**config.mk**
```make
export PLATFORM = sky130hd
export DESIGN_NAME = axi_arbiter_flat
export DESIGN_NICKNAME = d
export VERILOG_FILES = /design/src/npc_pkg.sv /design/src/axi_bus_if.sv /design/src/axi_arbiter.sv /design/src/flat_wrapper.sv
export SDC_FILE = /design/constraint.sdc
export NUM_CORES = 1
export LEC_CHECK = 0
export ABC_AREA = 0
export BUFFER_PORTS_ARGS = -buffer_cell sky130_fd_sc_hd__clkbuf_2
export CELL_PAD_IN_SITES_DETAIL_PLACEMENT = 2
export CELL_PAD_IN_SITES_GLOBAL_PLACEMENT = 2
export CORE_AREA = 2 2 252 254
export DETAILED_ROUTE_END_ITERATION = 8
export DIE_AREA = 0 0 254 256
export HOLD_SLACK_MARGIN = 0.12
export PLACE_DENSITY = 0.6
export SLEW_MARGIN = 20
export SYNTH_ARGS = -nofsm -noshare
export SYNTH_HDL_FRONTEND = slang
export SYNTH_SLANG_ARGS = --single-unit
export TNS_END_PERCENT = 50
```
**constraint.sdc**
```tcl
create_clock -name clk -period 1.9 [get_ports clk]
set_clock_uncertainty 0.1 [all_clocks]
set_input_delay 0 -clock clk [delete_from_list [all_inputs] [get_ports clk]]
set_output_delay 0 -clock clk [all_outputs]
set_load 0.01 [all_outputs]
```
**src/npc_pkg.sv**
```systemverilog
`default_nettype none

package npc_pkg;

	// ****************************************
	// bus geometry
	// ****************************************
	localparam int ADDR_W = 32;
	localparam int DATA_W = 64;
	// one strobe bit per byte lane
	localparam int STRB_W = DATA_W / 8;
	// rv instructions are 32 bits, two per beat
	localparam int INST_W = 32;

	// ****************************************
	// sram address map
	// ****************************************
	localparam logic [ADDR_W-1:0] SRAM_BASE = 32'h8000_0000;
	// 256 beats of 8 bytes, 2 KiB
	localparam int SRAM_WORDS = 256;
	localparam int SRAM_IDX_W = $clog2(SRAM_WORDS);
	localparam logic [ADDR_W-1:0] SRAM_BYTES = ADDR_W'(SRAM_WORDS * STRB_W);

	// response codes, axi encoding
	typedef enum logic [1:0] {
		RESP_OKAY   = 2'b00,
		RESP_SLVERR = 2'b10
	} resp_e;

	// access size, log2 of the byte count
	typedef enum logic [1:0] {
		SIZE_B = 2'd0,
		SIZE_H = 2'd1,
		SIZE_W = 2'd2,
		SIZE_D = 2'd3
	} mem_size_e;

endpackage

`default_nettype wire
```
**src/axi_bus_if.sv**
```systemverilog
`default_nettype none
`timescale 1ns/1ps

interface axi_bus_if import npc_pkg::*; ();

	// read address
	logic [ADDR_W-1:0] araddr;
	logic              arvalid;
	logic              arready;

	// read data, single beat
	logic [DATA_W-1:0] rdata;
	resp_e             rresp;
	logic              rvalid;
	logic              rready;

	// write address
	logic [ADDR_W-1:0] awaddr;
	logic              awvalid;
	logic              awready;

	// write data
	logic [DATA_W-1:0] wdata;
	logic [STRB_W-1:0] wstrb;
	logic              wvalid;
	logic              wready;

	// write response
	resp_e             bresp;
	logic              bvalid;
	logic              bready;

	modport master (
		output araddr, arvalid, rready,
		output awaddr, awvalid, wdata, wstrb, wvalid, bready,
		input  arready, rdata, rresp, rvalid,
		input  awready, wready, bresp, bvalid
	);

	modport slave (
		input  araddr, arvalid, rready,
		input  awaddr, awvalid, wdata, wstrb, wvalid, bready,
		output arready, rdata, rresp, rvalid,
		output awready, wready, bresp, bvalid
	);

endinterface

`default_nettype wire

```
**src/axi_arbiter.sv**
```systemverilog
`default_nettype none
`timescale 1ns/1ps

module axi_arbiter import npc_pkg::*; (
	input  logic      clk,
	input  logic      rst,
	axi_bus_if.slave  fetch_bus,
	axi_bus_if.slave  lsu_bus,
	axi_bus_if.master mem_bus
);

	typedef enum logic [1:0] {
		ARB_IDLE,
		ARB_FETCH,
		ARB_LSU
	} arb_state_e;

	arb_state_e state;
	// set when lsu won the previous grant
	logic       last_lsu;
	logic       sel_fetch;
	logic       sel_lsu;
	logic       ar_fire;
	logic       r_fire;

	// ****************************************
	// read grant
	// ****************************************
	// fetch wins unless lsu also asks and fetch went last
	assign sel_fetch = fetch_bus.arvalid && (!lsu_bus.arvalid || last_lsu);
	assign sel_lsu   = lsu_bus.arvalid && !sel_fetch;

	assign ar_fire = mem_bus.arvalid && mem_bus.arready;
	assign r_fire  = mem_bus.rvalid && mem_bus.rready;

	always_ff @(posedge clk) begin
		if (rst) begin
			state    <= ARB_IDLE;
			last_lsu <= 1'b0;
		end else begin
			case (state)
				ARB_IDLE: begin
					if (ar_fire) begin
						state    <= sel_lsu ? ARB_LSU : ARB_FETCH;
						last_lsu <= sel_lsu;
					end
				end
				// hold owner until its data beat completes
				ARB_FETCH, ARB_LSU: begin
					if (r_fire)
						state <= ARB_IDLE;
				end
				default: state <= ARB_IDLE;
			endcase
		end
	end

	// address mux, only open in the idle cycle
	assign mem_bus.araddr  = sel_lsu ? lsu_bus.araddr : fetch_bus.araddr;
	assign mem_bus.arvalid = (state == ARB_IDLE) && (sel_fetch || sel_lsu);
	assign fetch_bus.arready = (state == ARB_IDLE) && sel_fetch && mem_bus.arready;
	assign lsu_bus.arready   = (state == ARB_IDLE) && sel_lsu && mem_bus.arready;

	// read data shared, valid only to the owner
	assign fetch_bus.rdata  = mem_bus.rdata;
	assign fetch_bus.rresp  = mem_bus.rresp;
	assign fetch_bus.rvalid = (state == ARB_FETCH) && mem_bus.rvalid;
	assign lsu_bus.rdata    = mem_bus.rdata;
	assign lsu_bus.rresp    = mem_bus.rresp;
	assign lsu_bus.rvalid   = (state == ARB_LSU) && mem_bus.rvalid;

	always_comb begin
		case (state)
			ARB_FETCH: mem_bus.rready = fetch_bus.rready;
			ARB_LSU:   mem_bus.rready = lsu_bus.rready;
			default:   mem_bus.rready = 1'b0;
		endcase
	end

	// ****************************************
	// write side, lsu only
	// ****************************************
	assign mem_bus.awaddr  = lsu_bus.awaddr;
	assign mem_bus.awvalid = lsu_bus.awvalid;
	assign mem_bus.wdata   = lsu_bus.wdata;
	assign mem_bus.wstrb   = lsu_bus.wstrb;
	assign mem_bus.wvalid  = lsu_bus.wvalid;
	assign mem_bus.bready  = lsu_bus.bready;
	assign lsu_bus.awready = mem_bus.awready;
	assign lsu_bus.wready  = mem_bus.wready;
	assign lsu_bus.bresp   = mem_bus.bresp;
	assign lsu_bus.bvalid  = mem_bus.bvalid;

	// fetch write channels parked
	assign fetch_bus.awready = 1'b0;
	assign fetch_bus.wready  = 1'b0;
	assign fetch_bus.bresp   = RESP_OKAY;
	assign fetch_bus.bvalid  = 1'b0;

endmodule

`default_nettype wire

```
**src/flat_wrapper.sv**
```systemverilog
// flat-port wrapper written by rule: the top's interface ports become plain ports
module axi_arbiter_flat import npc_pkg::*;
  (clk, rst, fetch_bus_araddr, fetch_bus_arvalid, fetch_bus_rready, fetch_bus_awaddr, fetch_bus_awvalid, fetch_bus_wdata, fetch_bus_wstrb, fetch_bus_wvalid, fetch_bus_bready, fetch_bus_arready, fetch_bus_rdata, fetch_bus_rresp, fetch_bus_rvalid, fetch_bus_awready, fetch_bus_wready, fetch_bus_bresp, fetch_bus_bvalid, lsu_bus_araddr, lsu_bus_arvalid, lsu_bus_rready, lsu_bus_awaddr, lsu_bus_awvalid, lsu_bus_wdata, lsu_bus_wstrb, lsu_bus_wvalid, lsu_bus_bready, lsu_bus_arready, lsu_bus_rdata, lsu_bus_rresp, lsu_bus_rvalid, lsu_bus_awready, lsu_bus_wready, lsu_bus_bresp, lsu_bus_bvalid, mem_bus_araddr, mem_bus_arvalid, mem_bus_rready, mem_bus_awaddr, mem_bus_awvalid, mem_bus_wdata, mem_bus_wstrb, mem_bus_wvalid, mem_bus_bready, mem_bus_arready, mem_bus_rdata, mem_bus_rresp, mem_bus_rvalid, mem_bus_awready, mem_bus_wready, mem_bus_bresp, mem_bus_bvalid);
  axi_bus_if fetch_bus_i ();
  axi_bus_if lsu_bus_i ();
  axi_bus_if mem_bus_i ();
  input  logic clk;
  input  logic rst;
  input wire logic [$bits(fetch_bus_i.araddr)-1:0] fetch_bus_araddr;
  input wire logic [$bits(fetch_bus_i.arvalid)-1:0] fetch_bus_arvalid;
  input wire logic [$bits(fetch_bus_i.rready)-1:0] fetch_bus_rready;
  input wire logic [$bits(fetch_bus_i.awaddr)-1:0] fetch_bus_awaddr;
  input wire logic [$bits(fetch_bus_i.awvalid)-1:0] fetch_bus_awvalid;
  input wire logic [$bits(fetch_bus_i.wdata)-1:0] fetch_bus_wdata;
  input wire logic [$bits(fetch_bus_i.wstrb)-1:0] fetch_bus_wstrb;
  input wire logic [$bits(fetch_bus_i.wvalid)-1:0] fetch_bus_wvalid;
  input wire logic [$bits(fetch_bus_i.bready)-1:0] fetch_bus_bready;
  output wire logic [$bits(fetch_bus_i.arready)-1:0] fetch_bus_arready;
  output wire logic [$bits(fetch_bus_i.rdata)-1:0] fetch_bus_rdata;
  output wire logic [$bits(fetch_bus_i.rresp)-1:0] fetch_bus_rresp;
  output wire logic [$bits(fetch_bus_i.rvalid)-1:0] fetch_bus_rvalid;
  output wire logic [$bits(fetch_bus_i.awready)-1:0] fetch_bus_awready;
  output wire logic [$bits(fetch_bus_i.wready)-1:0] fetch_bus_wready;
  output wire logic [$bits(fetch_bus_i.bresp)-1:0] fetch_bus_bresp;
  output wire logic [$bits(fetch_bus_i.bvalid)-1:0] fetch_bus_bvalid;
  input wire logic [$bits(lsu_bus_i.araddr)-1:0] lsu_bus_araddr;
  input wire logic [$bits(lsu_bus_i.arvalid)-1:0] lsu_bus_arvalid;
  input wire logic [$bits(lsu_bus_i.rready)-1:0] lsu_bus_rready;
  input wire logic [$bits(lsu_bus_i.awaddr)-1:0] lsu_bus_awaddr;
  input wire logic [$bits(lsu_bus_i.awvalid)-1:0] lsu_bus_awvalid;
  input wire logic [$bits(lsu_bus_i.wdata)-1:0] lsu_bus_wdata;
  input wire logic [$bits(lsu_bus_i.wstrb)-1:0] lsu_bus_wstrb;
  input wire logic [$bits(lsu_bus_i.wvalid)-1:0] lsu_bus_wvalid;
  input wire logic [$bits(lsu_bus_i.bready)-1:0] lsu_bus_bready;
  output wire logic [$bits(lsu_bus_i.arready)-1:0] lsu_bus_arready;
  output wire logic [$bits(lsu_bus_i.rdata)-1:0] lsu_bus_rdata;
  output wire logic [$bits(lsu_bus_i.rresp)-1:0] lsu_bus_rresp;
  output wire logic [$bits(lsu_bus_i.rvalid)-1:0] lsu_bus_rvalid;
  output wire logic [$bits(lsu_bus_i.awready)-1:0] lsu_bus_awready;
  output wire logic [$bits(lsu_bus_i.wready)-1:0] lsu_bus_wready;
  output wire logic [$bits(lsu_bus_i.bresp)-1:0] lsu_bus_bresp;
  output wire logic [$bits(lsu_bus_i.bvalid)-1:0] lsu_bus_bvalid;
  output wire logic [$bits(mem_bus_i.araddr)-1:0] mem_bus_araddr;
  output wire logic [$bits(mem_bus_i.arvalid)-1:0] mem_bus_arvalid;
  output wire logic [$bits(mem_bus_i.rready)-1:0] mem_bus_rready;
  output wire logic [$bits(mem_bus_i.awaddr)-1:0] mem_bus_awaddr;
  output wire logic [$bits(mem_bus_i.awvalid)-1:0] mem_bus_awvalid;
  output wire logic [$bits(mem_bus_i.wdata)-1:0] mem_bus_wdata;
  output wire logic [$bits(mem_bus_i.wstrb)-1:0] mem_bus_wstrb;
  output wire logic [$bits(mem_bus_i.wvalid)-1:0] mem_bus_wvalid;
  output wire logic [$bits(mem_bus_i.bready)-1:0] mem_bus_bready;
  input wire logic [$bits(mem_bus_i.arready)-1:0] mem_bus_arready;
  input wire logic [$bits(mem_bus_i.rdata)-1:0] mem_bus_rdata;
  input wire logic [$bits(mem_bus_i.rresp)-1:0] mem_bus_rresp;
  input wire logic [$bits(mem_bus_i.rvalid)-1:0] mem_bus_rvalid;
  input wire logic [$bits(mem_bus_i.awready)-1:0] mem_bus_awready;
  input wire logic [$bits(mem_bus_i.wready)-1:0] mem_bus_wready;
  input wire logic [$bits(mem_bus_i.bresp)-1:0] mem_bus_bresp;
  input wire logic [$bits(mem_bus_i.bvalid)-1:0] mem_bus_bvalid;
  assign fetch_bus_i.araddr = fetch_bus_araddr;
  assign fetch_bus_i.arvalid = fetch_bus_arvalid;
  assign fetch_bus_i.rready = fetch_bus_rready;
  assign fetch_bus_i.awaddr = fetch_bus_awaddr;
  assign fetch_bus_i.awvalid = fetch_bus_awvalid;
  assign fetch_bus_i.wdata = fetch_bus_wdata;
  assign fetch_bus_i.wstrb = fetch_bus_wstrb;
  assign fetch_bus_i.wvalid = fetch_bus_wvalid;
  assign fetch_bus_i.bready = fetch_bus_bready;
  assign fetch_bus_arready = fetch_bus_i.arready;
  assign fetch_bus_rdata = fetch_bus_i.rdata;
  assign fetch_bus_rresp = fetch_bus_i.rresp;
  assign fetch_bus_rvalid = fetch_bus_i.rvalid;
  assign fetch_bus_awready = fetch_bus_i.awready;
  assign fetch_bus_wready = fetch_bus_i.wready;
  assign fetch_bus_bresp = fetch_bus_i.bresp;
  assign fetch_bus_bvalid = fetch_bus_i.bvalid;
  assign lsu_bus_i.araddr = lsu_bus_araddr;
  assign lsu_bus_i.arvalid = lsu_bus_arvalid;
  assign lsu_bus_i.rready = lsu_bus_rready;
  assign lsu_bus_i.awaddr = lsu_bus_awaddr;
  assign lsu_bus_i.awvalid = lsu_bus_awvalid;
  assign lsu_bus_i.wdata = lsu_bus_wdata;
  assign lsu_bus_i.wstrb = lsu_bus_wstrb;
  assign lsu_bus_i.wvalid = lsu_bus_wvalid;
  assign lsu_bus_i.bready = lsu_bus_bready;
  assign lsu_bus_arready = lsu_bus_i.arready;
  assign lsu_bus_rdata = lsu_bus_i.rdata;
  assign lsu_bus_rresp = lsu_bus_i.rresp;
  assign lsu_bus_rvalid = lsu_bus_i.rvalid;
  assign lsu_bus_awready = lsu_bus_i.awready;
  assign lsu_bus_wready = lsu_bus_i.wready;
  assign lsu_bus_bresp = lsu_bus_i.bresp;
  assign lsu_bus_bvalid = lsu_bus_i.bvalid;
  assign mem_bus_araddr = mem_bus_i.araddr;
  assign mem_bus_arvalid = mem_bus_i.arvalid;
  assign mem_bus_rready = mem_bus_i.rready;
  assign mem_bus_awaddr = mem_bus_i.awaddr;
  assign mem_bus_awvalid = mem_bus_i.awvalid;
  assign mem_bus_wdata = mem_bus_i.wdata;
  assign mem_bus_wstrb = mem_bus_i.wstrb;
  assign mem_bus_wvalid = mem_bus_i.wvalid;
  assign mem_bus_bready = mem_bus_i.bready;
  assign mem_bus_i.arready = mem_bus_arready;
  assign mem_bus_i.rdata = mem_bus_rdata;
  assign mem_bus_i.rresp = mem_bus_rresp;
  assign mem_bus_i.rvalid = mem_bus_rvalid;
  assign mem_bus_i.awready = mem_bus_awready;
  assign mem_bus_i.wready = mem_bus_wready;
  assign mem_bus_i.bresp = mem_bus_bresp;
  assign mem_bus_i.bvalid = mem_bus_bvalid;
  axi_arbiter u_core (.clk(clk), .rst(rst), .fetch_bus(fetch_bus_i), .lsu_bus(lsu_bus_i), .mem_bus(mem_bus_i));
endmodule
```
# Yosys cells after proc, flatten, opt, wreduce, memory -nomap -nowiden
# Index checks and enable logic that the tools add are counted.
# totals
reg_bits,3
input_bits,357
output_inout_bits,287
word_cells,31
# op_classes
n_eq_ne,4
n_mux,6
n_reduce_logical,19
# ops
cell,n
32-bit two-way mux,1
1-bit logical AND,11
2-bit two-way mux,3
"2-bit by 1-bit != test with 1-bit output, second input constant",2
2-bit one-hot mux with 2 select lines,1
2-bit AND reduction,2
"2-bit by 1-bit == test with 1-bit output, second input constant",1
"2-bit == test, second input constant",1
1-bit logical NOT,2
2-bit logical NOT,1
1-bit logical OR,2
1-bit one-hot mux with 2 select lines,1
2-bit OR reduction,1

# Depth between registers and ports, before layout
# Gate-level depths: netlist of the first run.
# logic_depth
depth_word,10
mapped_depth,5
mapped_depth_nobuf,5

# Worst setup path before layout of the first run
# OpenSTA, ideal clock, no wires.
# synth_path
path_type,register -> register
startpoint,register u_core.state[0]
endpoint,register u_core.state[0]
setup_time_ns,0.072
arrival_ns,1.266
required_ns,1.728
slack_ns,0.462
path_stages_with_launch,6
path_buffers,0
period_less_slack_ns,1.438
path_cell_list,dfxtp_1 -> inv_1 -> ha_1 -> nor2b_1 -> a221oi_2 -> mux2i_1
# synth_between
elab_chain_len,5
elab_cells_between_ends,12
cone_classes,4 x eq/ne; 2 x mux; 6 x reduce/logical
# synth_lines
item,line_no,text
"start, declared",axi_arbiter.sv:18,arb_state_e state;
"start signal, assigned",axi_arbiter.sv:44,state <= sel_lsu ? ARB_LSU : ARB_FETCH;
2-bit == test (tied with other cells),"axi_arbiter.sv:41, axi_arbiter.sv:73",
1-bit one-hot mux with 2 select lines / 1-bit logical AND (equally long branches),"axi_arbiter.sv:73, axi_arbiter.sv:60",
1-bit logical AND (on tied branches),"axi_arbiter.sv:34, axi_arbiter.sv:33",
2-bit by 1-bit != test with 1-bit output (no source line),--,
2-bit AND reduction (no source line),--,
# Parallel ways exist; a longest one is shown, timed or not.
# A chain may end at the register's enable or synchronous reset.

# Worst setup path in the final report of the first run
# layout_path
startpoint,register u_core.state[0]
endpoint,register u_core.last_lsu
# layout_between
elab_chain_len,4
# layout_lines
item,line_no,text
2-bit logical NOT *,"axi_arbiter.sv:41, axi_arbiter.sv:60",
1-bit logical AND,axi_arbiter.sv:60,assign mem_bus.arvalid = (state == ARB_IDLE) && (sel_fetch || sel_lsu);
1-bit logical AND,axi_arbiter.sv:33,assign ar_fire = mem_bus.arvalid && mem_bus.arready;
2-bit AND reduction (no source line) *,--,
"end signal, assigned",axi_arbiter.sv:45,last_lsu <= sel_lsu;
"end, declared",axi_arbiter.sv:20,logic last_lsu;
# Mark *: on every way between the ends. The rest lies on a longest branch, timed or not.

==> load_flow_metrics.sql, run 1 <==
INSERT INTO impl_metrics (metric_group, metric, value, unit) VALUES
('cells_and_area', 'area_growth', '64.4', '%'),
('worst_setup_path', 'worst_path_fanout_max', '7', ''),
('worst_setup_path', 'reg2regPathDepth', '6', ''),
('worst_setup_path', 'r2r_end', 'u_core.last_lsu$_SDFFE_PP0P_', ''),
('clock_network', 'cts-root-buf', 'sky130_fd_sc_hd__clkbuf_16', ''),
('routing', 'routed_wirelength', '12500', 'µm'),
('clock_network', 'cts.clk_slew.worst_paths', '30', 'ps'),
('timing', 'grt_setup_unrepaired', 'no', ''),
('power_and_ir_drop', 'cellPowerDensity', '387', 'mW/mm²'),
('worst_setup_path', 'critical_path_required', '1900', 'ps'),
('worst_setup_path', 'timing.critical_path.max_delay_family', 'buffers and inverters', ''),
('worst_setup_path', 'critPathMaxStageDelay', '550', 'ps'),
('grt', 'initial_antenna_violation_count', '2', ''),
('routing', 'drt_first_pass_iters', '2', ''),
('worst_setup_path', 'worst_setup_path_startpoint', 'u_core.state[0]$_SDFFE_PP0P_', ''),
('floorplanning', 'starting_density_of_the_core', '4.08', '%'),
('routing', 'drt.antenna.violating_nets', '0', ''),
('timing', 'report.final.slew_viol_count', '0', ''),
('power_and_ir_drop', 'power.leakage', '0.00151', 'µW'),
('cells_and_area', 'final_net_count', '722', ''),
('routing', 'drt-wirelength-per-cell', '10.3', 'µm'),
('timing', 'final-setup-viol-count', '0', ''),
('outcome', 'status', 'finished, final reports clean', ''),
('worst_setup_path', 'cp.arrival', '1750', 'ps'),
('synth', 'yosysWarnings', '0', ''),
('grt', 'global_route.usage.total', '3.30', '%'),
('synth', 'syn_area_per_cell', '8.10', 'µm²'),
('worst_setup_path', 'r2r_slack', '160', 'ps'),
('clock_network', 'cts_setup_buffers', '0', ''),
('floorplanning', 'top_level_ports', '644', ''),
('grt', 'grt_pass1_wl', '15400', 'µm'),
('clock_network', 'clock_insertion_delay_worst_skew', '220', 'ps'),
('timing', 'timing.setup.tns', '0', 'ps'),
('power_and_ir_drop', 'max-vdd-ir-drop', '0.226', 'mV'),
('synth', 'post_synth_edffs', '0', ''),
('clock_network', 'numClockSinks', '3', ''),
('worst_setup_path', 'number_of_buffers_and_inverters_on_the_critical_path', '2', ''),
('cells_and_area', 'ratio_of_cells_with_drive_above_1_in_the_final_layout', '41.3', '%'),
('cells_and_area', 'filler_cell_count', '7425', ''),
('routing', 'vias', '2048', ''),
('timing', 'finalHoldWorstSlack', '136', 'ps'),
('worst_setup_path', 'path_depth', '6', ''),
('cells_and_area', 'diodes', '0', ''),
('placed_design', 'dp.final_hpwl', '8880', 'µm'),
('routing', 'drt_iter0_markers', '38', ''),
('worst_setup_path', 'slowest_stage', 'sky130_fd_sc_hd__dlygate4sd3_1', ''),
('routing', 'route.detailed.vias_per_inst', '1.70', ''),
('routing', 'drc', '0', ''),
('worst_setup_path', 'crit_type', 'register to register', ''),
('grt', 'gr-total-overflow', '0', ''),
('floorplanning', 'die_w', '254', 'µm'),
('floorplanning', 'die_h', '256', 'µm'),
('synth', 'area_of_the_mapped_netlist', '0.00254', 'mm²'),
('synth', 'synthFlopType', 'sky130_fd_sc_hd__dfxtp_1', ''),
('timing', 'clock_period_minus_worst_slack', '1740', 'ps'),
('grt', 'grt_start_max_net_pins', '25', ''),
('timing', 'min_period_over_period', '91.8', '%'),
('worst_setup_path', 'worstSetupStartpointType', 'register', ''),
('worst_setup_path', 'worst_setup_path_endpoint', 'u_core.last_lsu$_SDFFE_PP0P_', ''),
('timing', 'finalHoldViolCount', '0', ''),
('synth', 'synth.ff_latch_count', '3', ''),
('timing', 'maxClockFrequency', '573', 'MHz'),
('cells_and_area', 'utilization', '6.70', '%'),
('floorplanning', 'die_area', '0.0650', 'mm²'),
('clock_network', 'cts_tree', 'built', ''),
('clock_network', 'cts-buffers-inserted', '3', ''),
('timing', 'finalWorstSetupSlack', '155', 'ps'),
('placed_design', 'placement.setup.worst_slack', '312', 'ps'),
('floorplanning', 'core_area', '0.0624', 'mm²'),
('clock_network', 'cts_h_tree_depth', '1', ''),
('hold_path', 'hold_depth', '4', '');
state kept, by name (all words and copies together), names as in the netlist:
name	cells
u_core.last_lsu	1
u_core.state	2
what timing repair did:
action                     4_1_cts  5_1_grt
hold buffers                   180        0
resized for setup                0        4
hold endpoints to repair       247        0
setup endpoints to repair        0        1
Yosys cell counts, types with 2 or more instances:
| master | number | area, µm² |
|---|---|---|
| sky130_fd_sc_hd__buf_4 | 249 | 1870 |
| sky130_fd_sc_hd__mux2_2 | 30 | 338 |
| sky130_fd_sc_hd__buf_8 | 3 | 45.0 |
| sky130_fd_sc_hd__dfxtp_1 | 3 | 60.1 |
| sky130_fd_sc_hd__ha_1 | 3 | 37.5 |
| sky130_fd_sc_hd__nor2b_1 | 3 | 18.8 |
| sky130_fd_sc_hd__and2_1 | 2 | 12.5 |
| sky130_fd_sc_hd__inv_1 | 2 | 7.51 |
| sky130_fd_sc_hd__mux2_1 | 2 | 22.5 |
| sky130_fd_sc_hd__mux2i_1 | 2 | 20.0 |
| sky130_fd_sc_hd__nand2b_1 | 2 | 12.5 |
| sky130_fd_sc_hd__nor2_1 | 2 | 7.51 |
worst min path at each step:
stage / startpoint / end / slack [ps]
6_report: fetch_bus_arvalid / u_core.state[1]$_SDFFE_PP0P_ / 140
5_1_grt: fetch_bus_arvalid / u_core.state[1]$_SDFFE_PP0P_ / 160
4_1_cts: fetch_bus_arvalid / u_core.state[1]$_SDFFE_PP0P_ / 140
3_5_place_dp: lsu_bus_awaddr[20] / mem_bus_awaddr[20] / -100
3_3_place_gp: lsu_bus_awaddr[20] / mem_bus_awaddr[20] / -100
2_1_floorplan: rst / u_core.last_lsu$_SDFFE_PP0P_ / -30
layout make-up:
class	instances	area [µm²]	share of cell area, %
flip-flops and latches	3	60.1	1.44
clock buffers	4	78.8	1.88
inverters	2	7.51	0.179
multi-input cells	61	591	14.1
repair buffers	291	2390	57.1
well taps	846	1060	25.3
cells by family after synthesis:
group,synth area share [%]
buffers and inverters,75.5
other,0.147
muxes,14.9
and+or+nand+nor,3.10
DFF,2.36
AOI/OAI and AO/OA,2.46
adders and majority gates,1.48
power breakdown:
group / internal (µW) / total [µW] / switching (µW)
combinational: 597 / 1170 / 578
sequential: 84.6 / 108 / 23.3
clock: 277 / 335 / 58.0
total: 959 / 1620 / 659
placed cells by master (no fill, tap or decap), drive strengths merged, types with 2 or more instances in the layout:
| cell | n |
|---|---|
| and2 | 2 |
| buf | 2 |
| clkbuf | 113 |
| conb | 5 |
| dfxtp | 3 |
| dlygate4sd3 | 180 |
| ha | 3 |
| inv | 2 |
| mux2 | 32 |
| mux2i | 2 |
| nand2b | 2 |
| nor2 | 2 |
| nor2b | 3 |
worst register-to-register path: stages (launching register included):
cell                            delay [ps]
sky130_fd_sc_hd__dfxtp_1               330
sky130_fd_sc_hd__inv_2                  90
sky130_fd_sc_hd__ha_4                  180
sky130_fd_sc_hd__nand3_1               110
sky130_fd_sc_hd__a32oi_1               200
sky130_fd_sc_hd__nor2_1                 60
sky130_fd_sc_hd__dlygate4sd3_1         550
per-layer routing:
layer  global-route usage (%)  up-vias  wire length (µm)
met5                        0        -                 0
met4                    0.931        0               297
met3                     1.02       21              1640
met2                     7.47      319              7300
met1                     2.48      878              3220
li1                         -      830                 -
through the flow:
stage / power [µW] / instance area (µm²)
floorplan: 1000 / 2560
global placement: 699 / 2290
detailed placement: 719 / 2290
CTS: 1580 / 4170
global route: 1720 / 4180
finish: 1620 / 4180
No activity file was read; power rests on OpenSTA's default activity.
==> run 2, diff against run 1 <==
--- a/config.mk
+++ b/config.mk
@@ -12,7 +12,7 @@
 export CORE_AREA = 2 2 252 254
 export DETAILED_ROUTE_END_ITERATION = 8
 export DIE_AREA = 0 0 254 256
-export HOLD_SLACK_MARGIN = 0.12
+export HOLD_SLACK_MARGIN = 0.15
 export PLACE_DENSITY = 0.6
 export SLEW_MARGIN = 20
 export SYNTH_ARGS = -nofsm -noshare
==> run 2 against run 1 <==
  * Register-to-register slack worse by 30 ps
  * Global-route usage hardly changed
  * Die area stayed put
  * Maximum frequency is 2.0% lower
  * Clock power hardly changed
  * Flip-flop and latch count stayed put
  * First-iteration DRC count is 32% higher
  * Setup slack worse by 35 ps
  * Total power is 1.5% higher
  * Routed wire length is 2.4% higher
  * Core utilization is 0.10 points higher
  * Largest cell class unchanged
  * Highest routed layer unchanged
==> load_flow_metrics.sql, run 2 (synthesis gave the netlist of run 1 again) <==
INSERT INTO impl_metrics (metric_group, metric, value, unit) VALUES
('outcome', 'status', 'finished, final reports clean', ''),
('routing', 'vias', '2051', ''),
('routing', 'route.detailed.vias_per_inst', '1.69', ''),
('power_and_ir_drop', 'clock_power_share', '20.4', '%'),
('clock_network', 'cts_h_tree_depth', '1', ''),
('clock_network', 'numClockSinks', '3', ''),
('power_and_ir_drop', 'cellPowerDensity', '386', 'mW/mm²'),
('power_and_ir_drop', 'power.leakage', '0.00154', 'µW'),
('cells_and_area', 'layout.cells.most_common_list', 'sky130_fd_sc_hd__dlygate4sd3_1 (182), sky130_fd_sc_hd__clkbuf_2 (109), sky130_fd_sc_hd__mux2_2 (30), sky130_fd_sc_hd__conb_1 (5), sky130_fd_sc_hd__clkbuf_16 (4)', ''),
('timing', 'min_period_over_period', '93.7', '%'),
('grt', 'global_route.usage.total', '3.30', '%'),
('clock_network', 'cts-root-buf', 'sky130_fd_sc_hd__clkbuf_16', ''),
('cells_and_area', 'diodes', '0', ''),
('floorplanning', 'die_w', '254', 'µm'),
('routing', 'drc', '0', ''),
('power_and_ir_drop', 'switchingPower', '663', 'µW'),
('timing', 'report.final.slew_viol_count', '0', ''),
('cells_and_area', 'sequential_cell_area', '60.1', 'µm²'),
('floorplanning', 'number_of_cell_rows', '92', ''),
('grt', 'grt_pass1_wl', '15400', 'µm'),
('floorplanning', 'starting_density_of_the_core', '4.08', '%'),
('placed_design', 'gpl.final_weighted_congestion', '0.604', ''),
('clock_network', 'clock_insertion_delay_worst_skew', '220', 'ps'),
('grt', 'initial_antenna_violation_count', '2', ''),
('power_and_ir_drop', 'power.sequential.fraction', '6.5', '%'),
('cells_and_area', 'largest_register_ff_count', '2', ''),
('timing', 'timing.setup.tns', '0', 'ps'),
('floorplanning', 'top_level_ports', '644', ''),
('routing', 'drt-wirelength-per-cell', '10.5', 'µm'),
('clock_network', 'ctsLongestPathBuffers', '2', ''),
('worst_setup_path', 'worstPathCellList', 'dlygate4sd3_1 -> clkbuf_2 -> a21boi_4 -> buf_12 -> buf_12 -> mux2_2 -> clkbuf_2', ''),
('power_and_ir_drop', 'pwr-share-comb', '73.1', '%'),
('grt', 'gr-total-overflow', '0', ''),
('worst_setup_path', 'slowest_stage', 'sky130_fd_sc_hd__dlygate4sd3_1', ''),
('routing', 'drt_iter0_markers', '50', ''),
('cells_and_area', 'final_net_count', '726', ''),
('worst_setup_path', 'critical_path_required', '1800', 'ps'),
('routing', 'drt_first_pass_iters', '3', ''),
('clock_network', 'cts.clk_slew.worst_paths', '30', 'ps'),
('run', 'max_cap_viol_count', '0', ''),
('placed_design', 'io_buffers', '109', ''),
('cells_and_area', 'filler_cell_count', '7419', ''),
('cells_and_area', 'largest_registers', 'u_core.state x2, u_core.last_lsu x1', ''),
('routing', 'drt.antenna.violating_nets', '0', ''),
('cells_and_area', 'multi_input_area', '591', 'µm²'),
('placed_design', 'dpl-instance-area', '0.00229', 'mm²'),
('worst_setup_path', 'worstSetupStartpointType', 'primary input', ''),
('floorplanning', 'core_area', '0.0624', 'mm²'),
('placed_design', 'dp.final_hpwl', '8880', 'µm'),
('cells_and_area', 'layout.cell_area.non_filler', '0.00425', 'mm²'),
('timing', 'clock_period_minus_worst_slack', '1780', 'ps'),
('worst_setup_path', 'timing.critical_path.to_type', 'output pin', ''),
('cells_and_area', 'area_growth', '66.9', '%'),
('cells_and_area', 'most_common_library_cell_in_the_layout_ignoring_fill_and_taps', 'sky130_fd_sc_hd__dlygate4sd3_1', ''),
('power_and_ir_drop', 'p_int', '978', 'µW'),
('power_and_ir_drop', 'p_sw_share', '40.4', '%'),
('worst_setup_path', 'cp.arrival', '1680', 'ps'),
('cells_and_area', 'registers.top_by_ff_count', 'u_core.state', ''),
('routing', 'routed_wirelength', '12800', 'µm'),
('worst_setup_path', 'crit_type', 'primary input to output pin', ''),
('worst_setup_path', 'worst_path_fanout_max', '12', ''),
('cells_and_area', 'ratio_of_cells_with_drive_above_1_in_the_final_layout', '41.1', '%'),
('clock_network', 'cts_tree', 'built', ''),
('timing', 'maxClockFrequency', '562', 'MHz'),
('grt', 'grt_start_max_net_pins', '25', ''),
('power_and_ir_drop', 'max-vdd-ir-drop', '0.229', 'mV'),
('floorplanning', 'die_h', '256', 'µm'),
('hold_path', 'hold_path_class', 'primary input to register', ''),
('worst_setup_path', 'critPathMaxStageDelay', '530', 'ps'),
('timing', 'final-setup-viol-count', '0', ''),
('floorplanning', 'die_area', '0.0650', 'mm²'),
('grt', 'grt_pass1_vias', '2244', ''),
('timing', 'finalHoldViolCount', '0', ''),
('timing', 'grt_setup_unrepaired', 'yes', ''),
('clock_network', 'cts-buffers-inserted', '3', '');
[run 2: cell count changes in the layout (fill, tap and decap cells not counted), sizes merged]
cell / change
dlygate4sd3: +2
clkbuf: +1
buf: +1
[run 2: power by group through the flow]
stage	logic [µW]	clock network (µW)	registers [µW]
6_report	1200	335	106
5_1_grt	1300	345	112
4_1_cts	1140	338	105
3_5_place_dp	614	0	105
3_3_place_gp	595	0	104
2_1_floorplan	904	0	99.3
[run 2: critical path: cells and delay by family]
| kind | cells | cell delay, ps |
|---|---|---|
| AO/OA/AOI/OAI | 1 | 160 |
| multiplexers | 1 | 370 |
| buffers and inverters | 5 | 1120 |
[run 2: through the flow]
step | setup slack [ps] | total power [µW] | util [%] | instances | hold slack [ps]
global placement | 352 | 699 | 3.67 | 1023 | -99.9
detailed placement | 312 | 719 | 3.67 | 1023 | -99.9
global route | -9.64 | 1750 | 6.81 | 1211 | 222
CTS | 21.7 | 1580 | 6.72 | 1209 | 154
floorplan | 462 | 1000 | - | 318 | -27.6
finish | 120 | 1640 | 6.81 | 1211 | 149
[run 2: final timing paths]
check | start | to | slack (ps) | cells past startpoint
hold reg to reg | u_core.state[1]$_SDFFE_PP0P_ | u_core.state[1]$_SDFFE_PP0P_ | 400 | 2
setup reg to reg | u_core.state[1]$_SDFFE_PP0P_ | u_core.last_lsu$_SDFFE_PP0P_ | 130 | 6
hold / removal | mem_bus_rvalid | u_core.state[1]$_SDFFE_PP0P_ | 150 | 4
setup / recovery | fetch_bus_arvalid | mem_bus_araddr[13] | 120 | 7
[run 2: repair_timing]
action,in CTS,in global routing
setup buffers,0,1
endpoints found under the hold margin,247,0
hold buffers,182,0
gates resized for setup,0,3
setup endpoints to repair,0,7
[run 2: layer usage]
metal  up-vias  global-route usage, %  part of all wire [%]
li1        835                      -                     -
met1       876                   2.48                    26
met2       319                   7.45                    58
met3        21                   1.03                    13
met4         0                  0.931                   2.4
met5         -                      0                     0
[run 2: area by class of cell]
class | instances | area share, %
clock buffers | 4 | 1.86
flip-flops and latches | 3 | 1.41
repair buffers | 295 | 57.7
multi-input cells | 61 | 13.9
well taps | 846 | 24.9
inverters | 2 | 0.177
==> run 3, diff against run 2 <==
--- a/config.mk
+++ b/config.mk
@@ -14,6 +14,8 @@
 export DIE_AREA = 0 0 254 256
 export HOLD_SLACK_MARGIN = 0.15
 export PLACE_DENSITY = 0.6
+export REMOVE_ABC_BUFFERS = 1
+export SETUP_SLACK_MARGIN = 0.2
 export SLEW_MARGIN = 20
 export SYNTH_ARGS = -nofsm -noshare
 export SYNTH_HDL_FRONTEND = slang
==> run 3 against run 2 <==
  * Die area did not move
  * Critical path type is now register to output pin
  * Largest cell class unchanged
  * Sequential power increased by 6%
  * Highest routed layer is now met5
  * Non-clock buffer count fell by 4
  * Flip-flop and latch count unchanged
==> load_flow_metrics.sql, run 3 (synthesis gave the netlist of run 1 again) <==
INSERT INTO impl_metrics (metric_group, metric, value, unit) VALUES
('worst_setup_path', 'timing.critical_path.to_type', 'output pin', ''),
('timing', 'finalHoldViolCount', '0', ''),
('floorplanning', 'die_h', '256', 'µm'),
('power_and_ir_drop', 'power.leakage', '0.00151', 'µW'),
('routing', 'drt_first_pass_iters', '4', ''),
('routing', 'route.detailed.vias_per_inst', '2.68', ''),
('routing', 'routed_wirelength', '69100', 'µm'),
('cells_and_area', 'largest_register_ff_count', '2', ''),
('cells_and_area', 'filler_cell_count', '7530', ''),
('grt', 'grt_start_max_net_pins', '36', ''),
('outcome', 'status', 'finished, final reports clean', ''),
('floorplanning', 'die_area', '0.0650', 'mm²'),
('clock_network', 'ctsLongestPathBuffers', '2', ''),
('power_and_ir_drop', 'max-vdd-ir-drop', '0.210', 'mV'),
('hold_path', 'start_point_of_the_worst_hold_path', 'lsu_bus_araddr[27]', ''),
('placed_design', 'place.detailed.instances', '1022', ''),
('cells_and_area', 'registers.top_by_ff_count', 'u_core.state', ''),
('timing', 'worst_pin_slew', '1070', 'ps'),
('worst_setup_path', 'crit_type', 'register to output pin', ''),
('worst_setup_path', 'critPathMaxStageDelay', '380', 'ps'),
('worst_setup_path', 'worst_path_fanout_max', '36', ''),
('run', 'max_cap_viol_count', '0', ''),
('cells_and_area', 'utilization', '7.17', '%'),
('timing', 'min_period_over_period', '93.8', '%'),
('cells_and_area', 'largest_registers', 'u_core.state x2, u_core.last_lsu x1', ''),
('routing', 'drc', '0', ''),
('timing', 'relSlewSlack', '28.7', '%'),
('timing', 'clock_period_minus_worst_slack', '1780', 'ps'),
('worst_setup_path', 'worstPathCellList', 'a21boi_4 -> buf_12 -> mux2_2 -> clkbuf_2', ''),
('worst_setup_path', 'worstSetupStartpointType', 'register', ''),
('routing', 'drt_iter0_markers', '271', ''),
('grt', 'grt_pass1_wl', '77000', 'µm'),
('grt', 'global_route.usage.total', '20.8', '%'),
('cells_and_area', 'ratio_of_cells_with_drive_above_1_in_the_final_layout', '41.0', '%'),
('hold_path', 'hold_path_class', 'primary input to output pin', ''),
('cells_and_area', 'instances_no_fill', '1325', ''),
('clock_network', 'cts.clk_slew.worst_paths', '30', 'ps'),
('floorplanning', 'die_w', '254', 'µm'),
('timing', 'timing.setup.tns', '0', 'ps'),
('grt', 'gr-total-overflow', '0', ''),
('placed_design', 'io_buffers', '109', ''),
('timing', 'final-setup-viol-count', '0', ''),
('routing', 'vias', '3547', ''),
('timing', 'maxClockFrequency', '561', 'MHz'),
('worst_setup_path', 'slowest_stage', 'sky130_fd_sc_hd__mux2_2', ''),
('timing', 'report.final.slew_viol_count', '0', ''),
('clock_network', 'cts_setup_buffers', '0', ''),
('routing', 'drt.antenna.violating_nets', '0', ''),
('clock_network', 'cts_tree', 'built', ''),
('placed_design', 'dp.final_hpwl', '56000', 'µm'),
('cells_and_area', 'layout.cells.most_common_list', 'sky130_fd_sc_hd__dlygate4sd3_1 (181), sky130_fd_sc_hd__clkbuf_2 (109), sky130_fd_sc_hd__mux2_2 (30), sky130_fd_sc_hd__conb_1 (5)', ''),
('worst_setup_path', 'worst_setup_path_startpoint', 'u_core.last_lsu$_SDFFE_PP0P_', ''),
('floorplanning', 'top_level_ports', '644', ''),
('clock_network', 'numClockSinks', '3', ''),
('floorplanning', 'core_area', '0.0624', 'mm²'),
('power_and_ir_drop', 'cellPowerDensity', '480', 'mW/mm²'),
('floorplanning', 'starting_density_of_the_core', '4.08', '%'),
('cells_and_area', 'most_common_library_cell_in_the_layout_ignoring_fill_and_taps', 'sky130_fd_sc_hd__dlygate4sd3_1', ''),
('clock_network', 'clock_insertion_delay_worst_skew', '230', 'ps'),
('timing', 'finalHoldWorstSlack', '218', 'ps'),
('clock_network', 'cts-buffers-inserted', '3', ''),
('cells_and_area', 'area_growth', '75.7', '%'),
('clock_network', 'cts-root-buf', 'sky130_fd_sc_hd__clkbuf_16', ''),
('floorplanning', 'number_of_cell_rows', '92', ''),
('routing', 'drt-wirelength-per-cell', '52.1', 'µm'),
('clock_network', 'cts_h_tree_depth', '1', ''),
('cells_and_area', 'final_net_count', '722', ''),
('worst_setup_path', 'cp.arrival', '1680', 'ps'),
('worst_setup_path', 'critical_path_required', '1800', 'ps'),
('grt', 'initial_antenna_violation_count', '156', ''),
('timing', 'grt_setup_unrepaired', 'yes', ''),
('grt', 'grt_pass1_vias', '2881', ''),
('worst_setup_path', 'reg2reg_from', 'u_core.state[0]$_SDFFE_PP0P_', ''),
('placed_design', 'gpl.final_weighted_congestion', '0.948', '');
[run 3: cell count changes in the layout (fill, tap and decap cells not counted), sizes merged]
cell / previous run / this run
diode: 0 / 118
clkbuf: 114 / 113
dlygate4sd3: 182 / 181
buf: 3 / 1
[run 3: final timing paths]
path                                                endpoint  slack, ps  cells after the start
worst min register to register  u_core.state[1]$_SDFFE_PP0P_        460                      2
worst min-delay path                      mem_bus_araddr[27]        220                      3
worst max-delay path                      mem_bus_araddr[18]        120                      4
worst max register to register  u_core.state[0]$_SDFFE_PP0P_        210                      5
[run 3: metrics by stage]
step / setup WS (ps) / power [µW] / area [µm²]
5_1_grt: 90.1 / 2140 / 4430
4_1_cts: 218 / 2000 / 4170
2_1_floorplan: 389 / 447 / 646
3_3_place_gp: 379 / 698 / 2270
3_5_place_dp: 312 / 718 / 2270
6_report: 117 / 2140 / 4470
[run 3: report_power, final]
part           internal (µW)  leakage [µW]  switching, µW
clock network            278     0.0000389           69.3
registers               84.5     0.0000246           27.2
logic                    568       0.00144           1120
[run 3: worst max-delay path: cells and delay by family, from the launching register on]
| family | cells | cell delay (ps) |
|---|---|---|
| muxes | 1 | 380 |
| DFF | 1 | 340 |
| AOI/OAI and AO/OA | 1 | 210 |
| buffers and inverters | 2 | 480 |
[run 3: metal layers]
layer / track usage, % / vias up / part of all wire (%)
li1: - / 968 / -
met1: 15.4 / 1526 / 25
met2: 31.0 / 665 / 42
met3: 20.8 / 339 / 21
met4: 16.8 / 49 / 11
met5: 4.66 / - / 1.1
[run 3: timing repair]
item / CTS / global route
endpoints found under the setup margin: 1 / 33
hold buffers: 181 / 0
hold endpoints to repair: 247 / 0
gates resized for setup: 2 / 2
[run 3: final cells by class]
type	count	area, µm²	area share (%)
tap	846	1060	23.7
inverter	2	7.51	0.168
antenna	118	295	6.61
multi-input combinational	61	593	13.3
sequential	3	60.1	1.34
clock buffer	4	78.8	1.76
timing repair buffer	291	2380	53.2
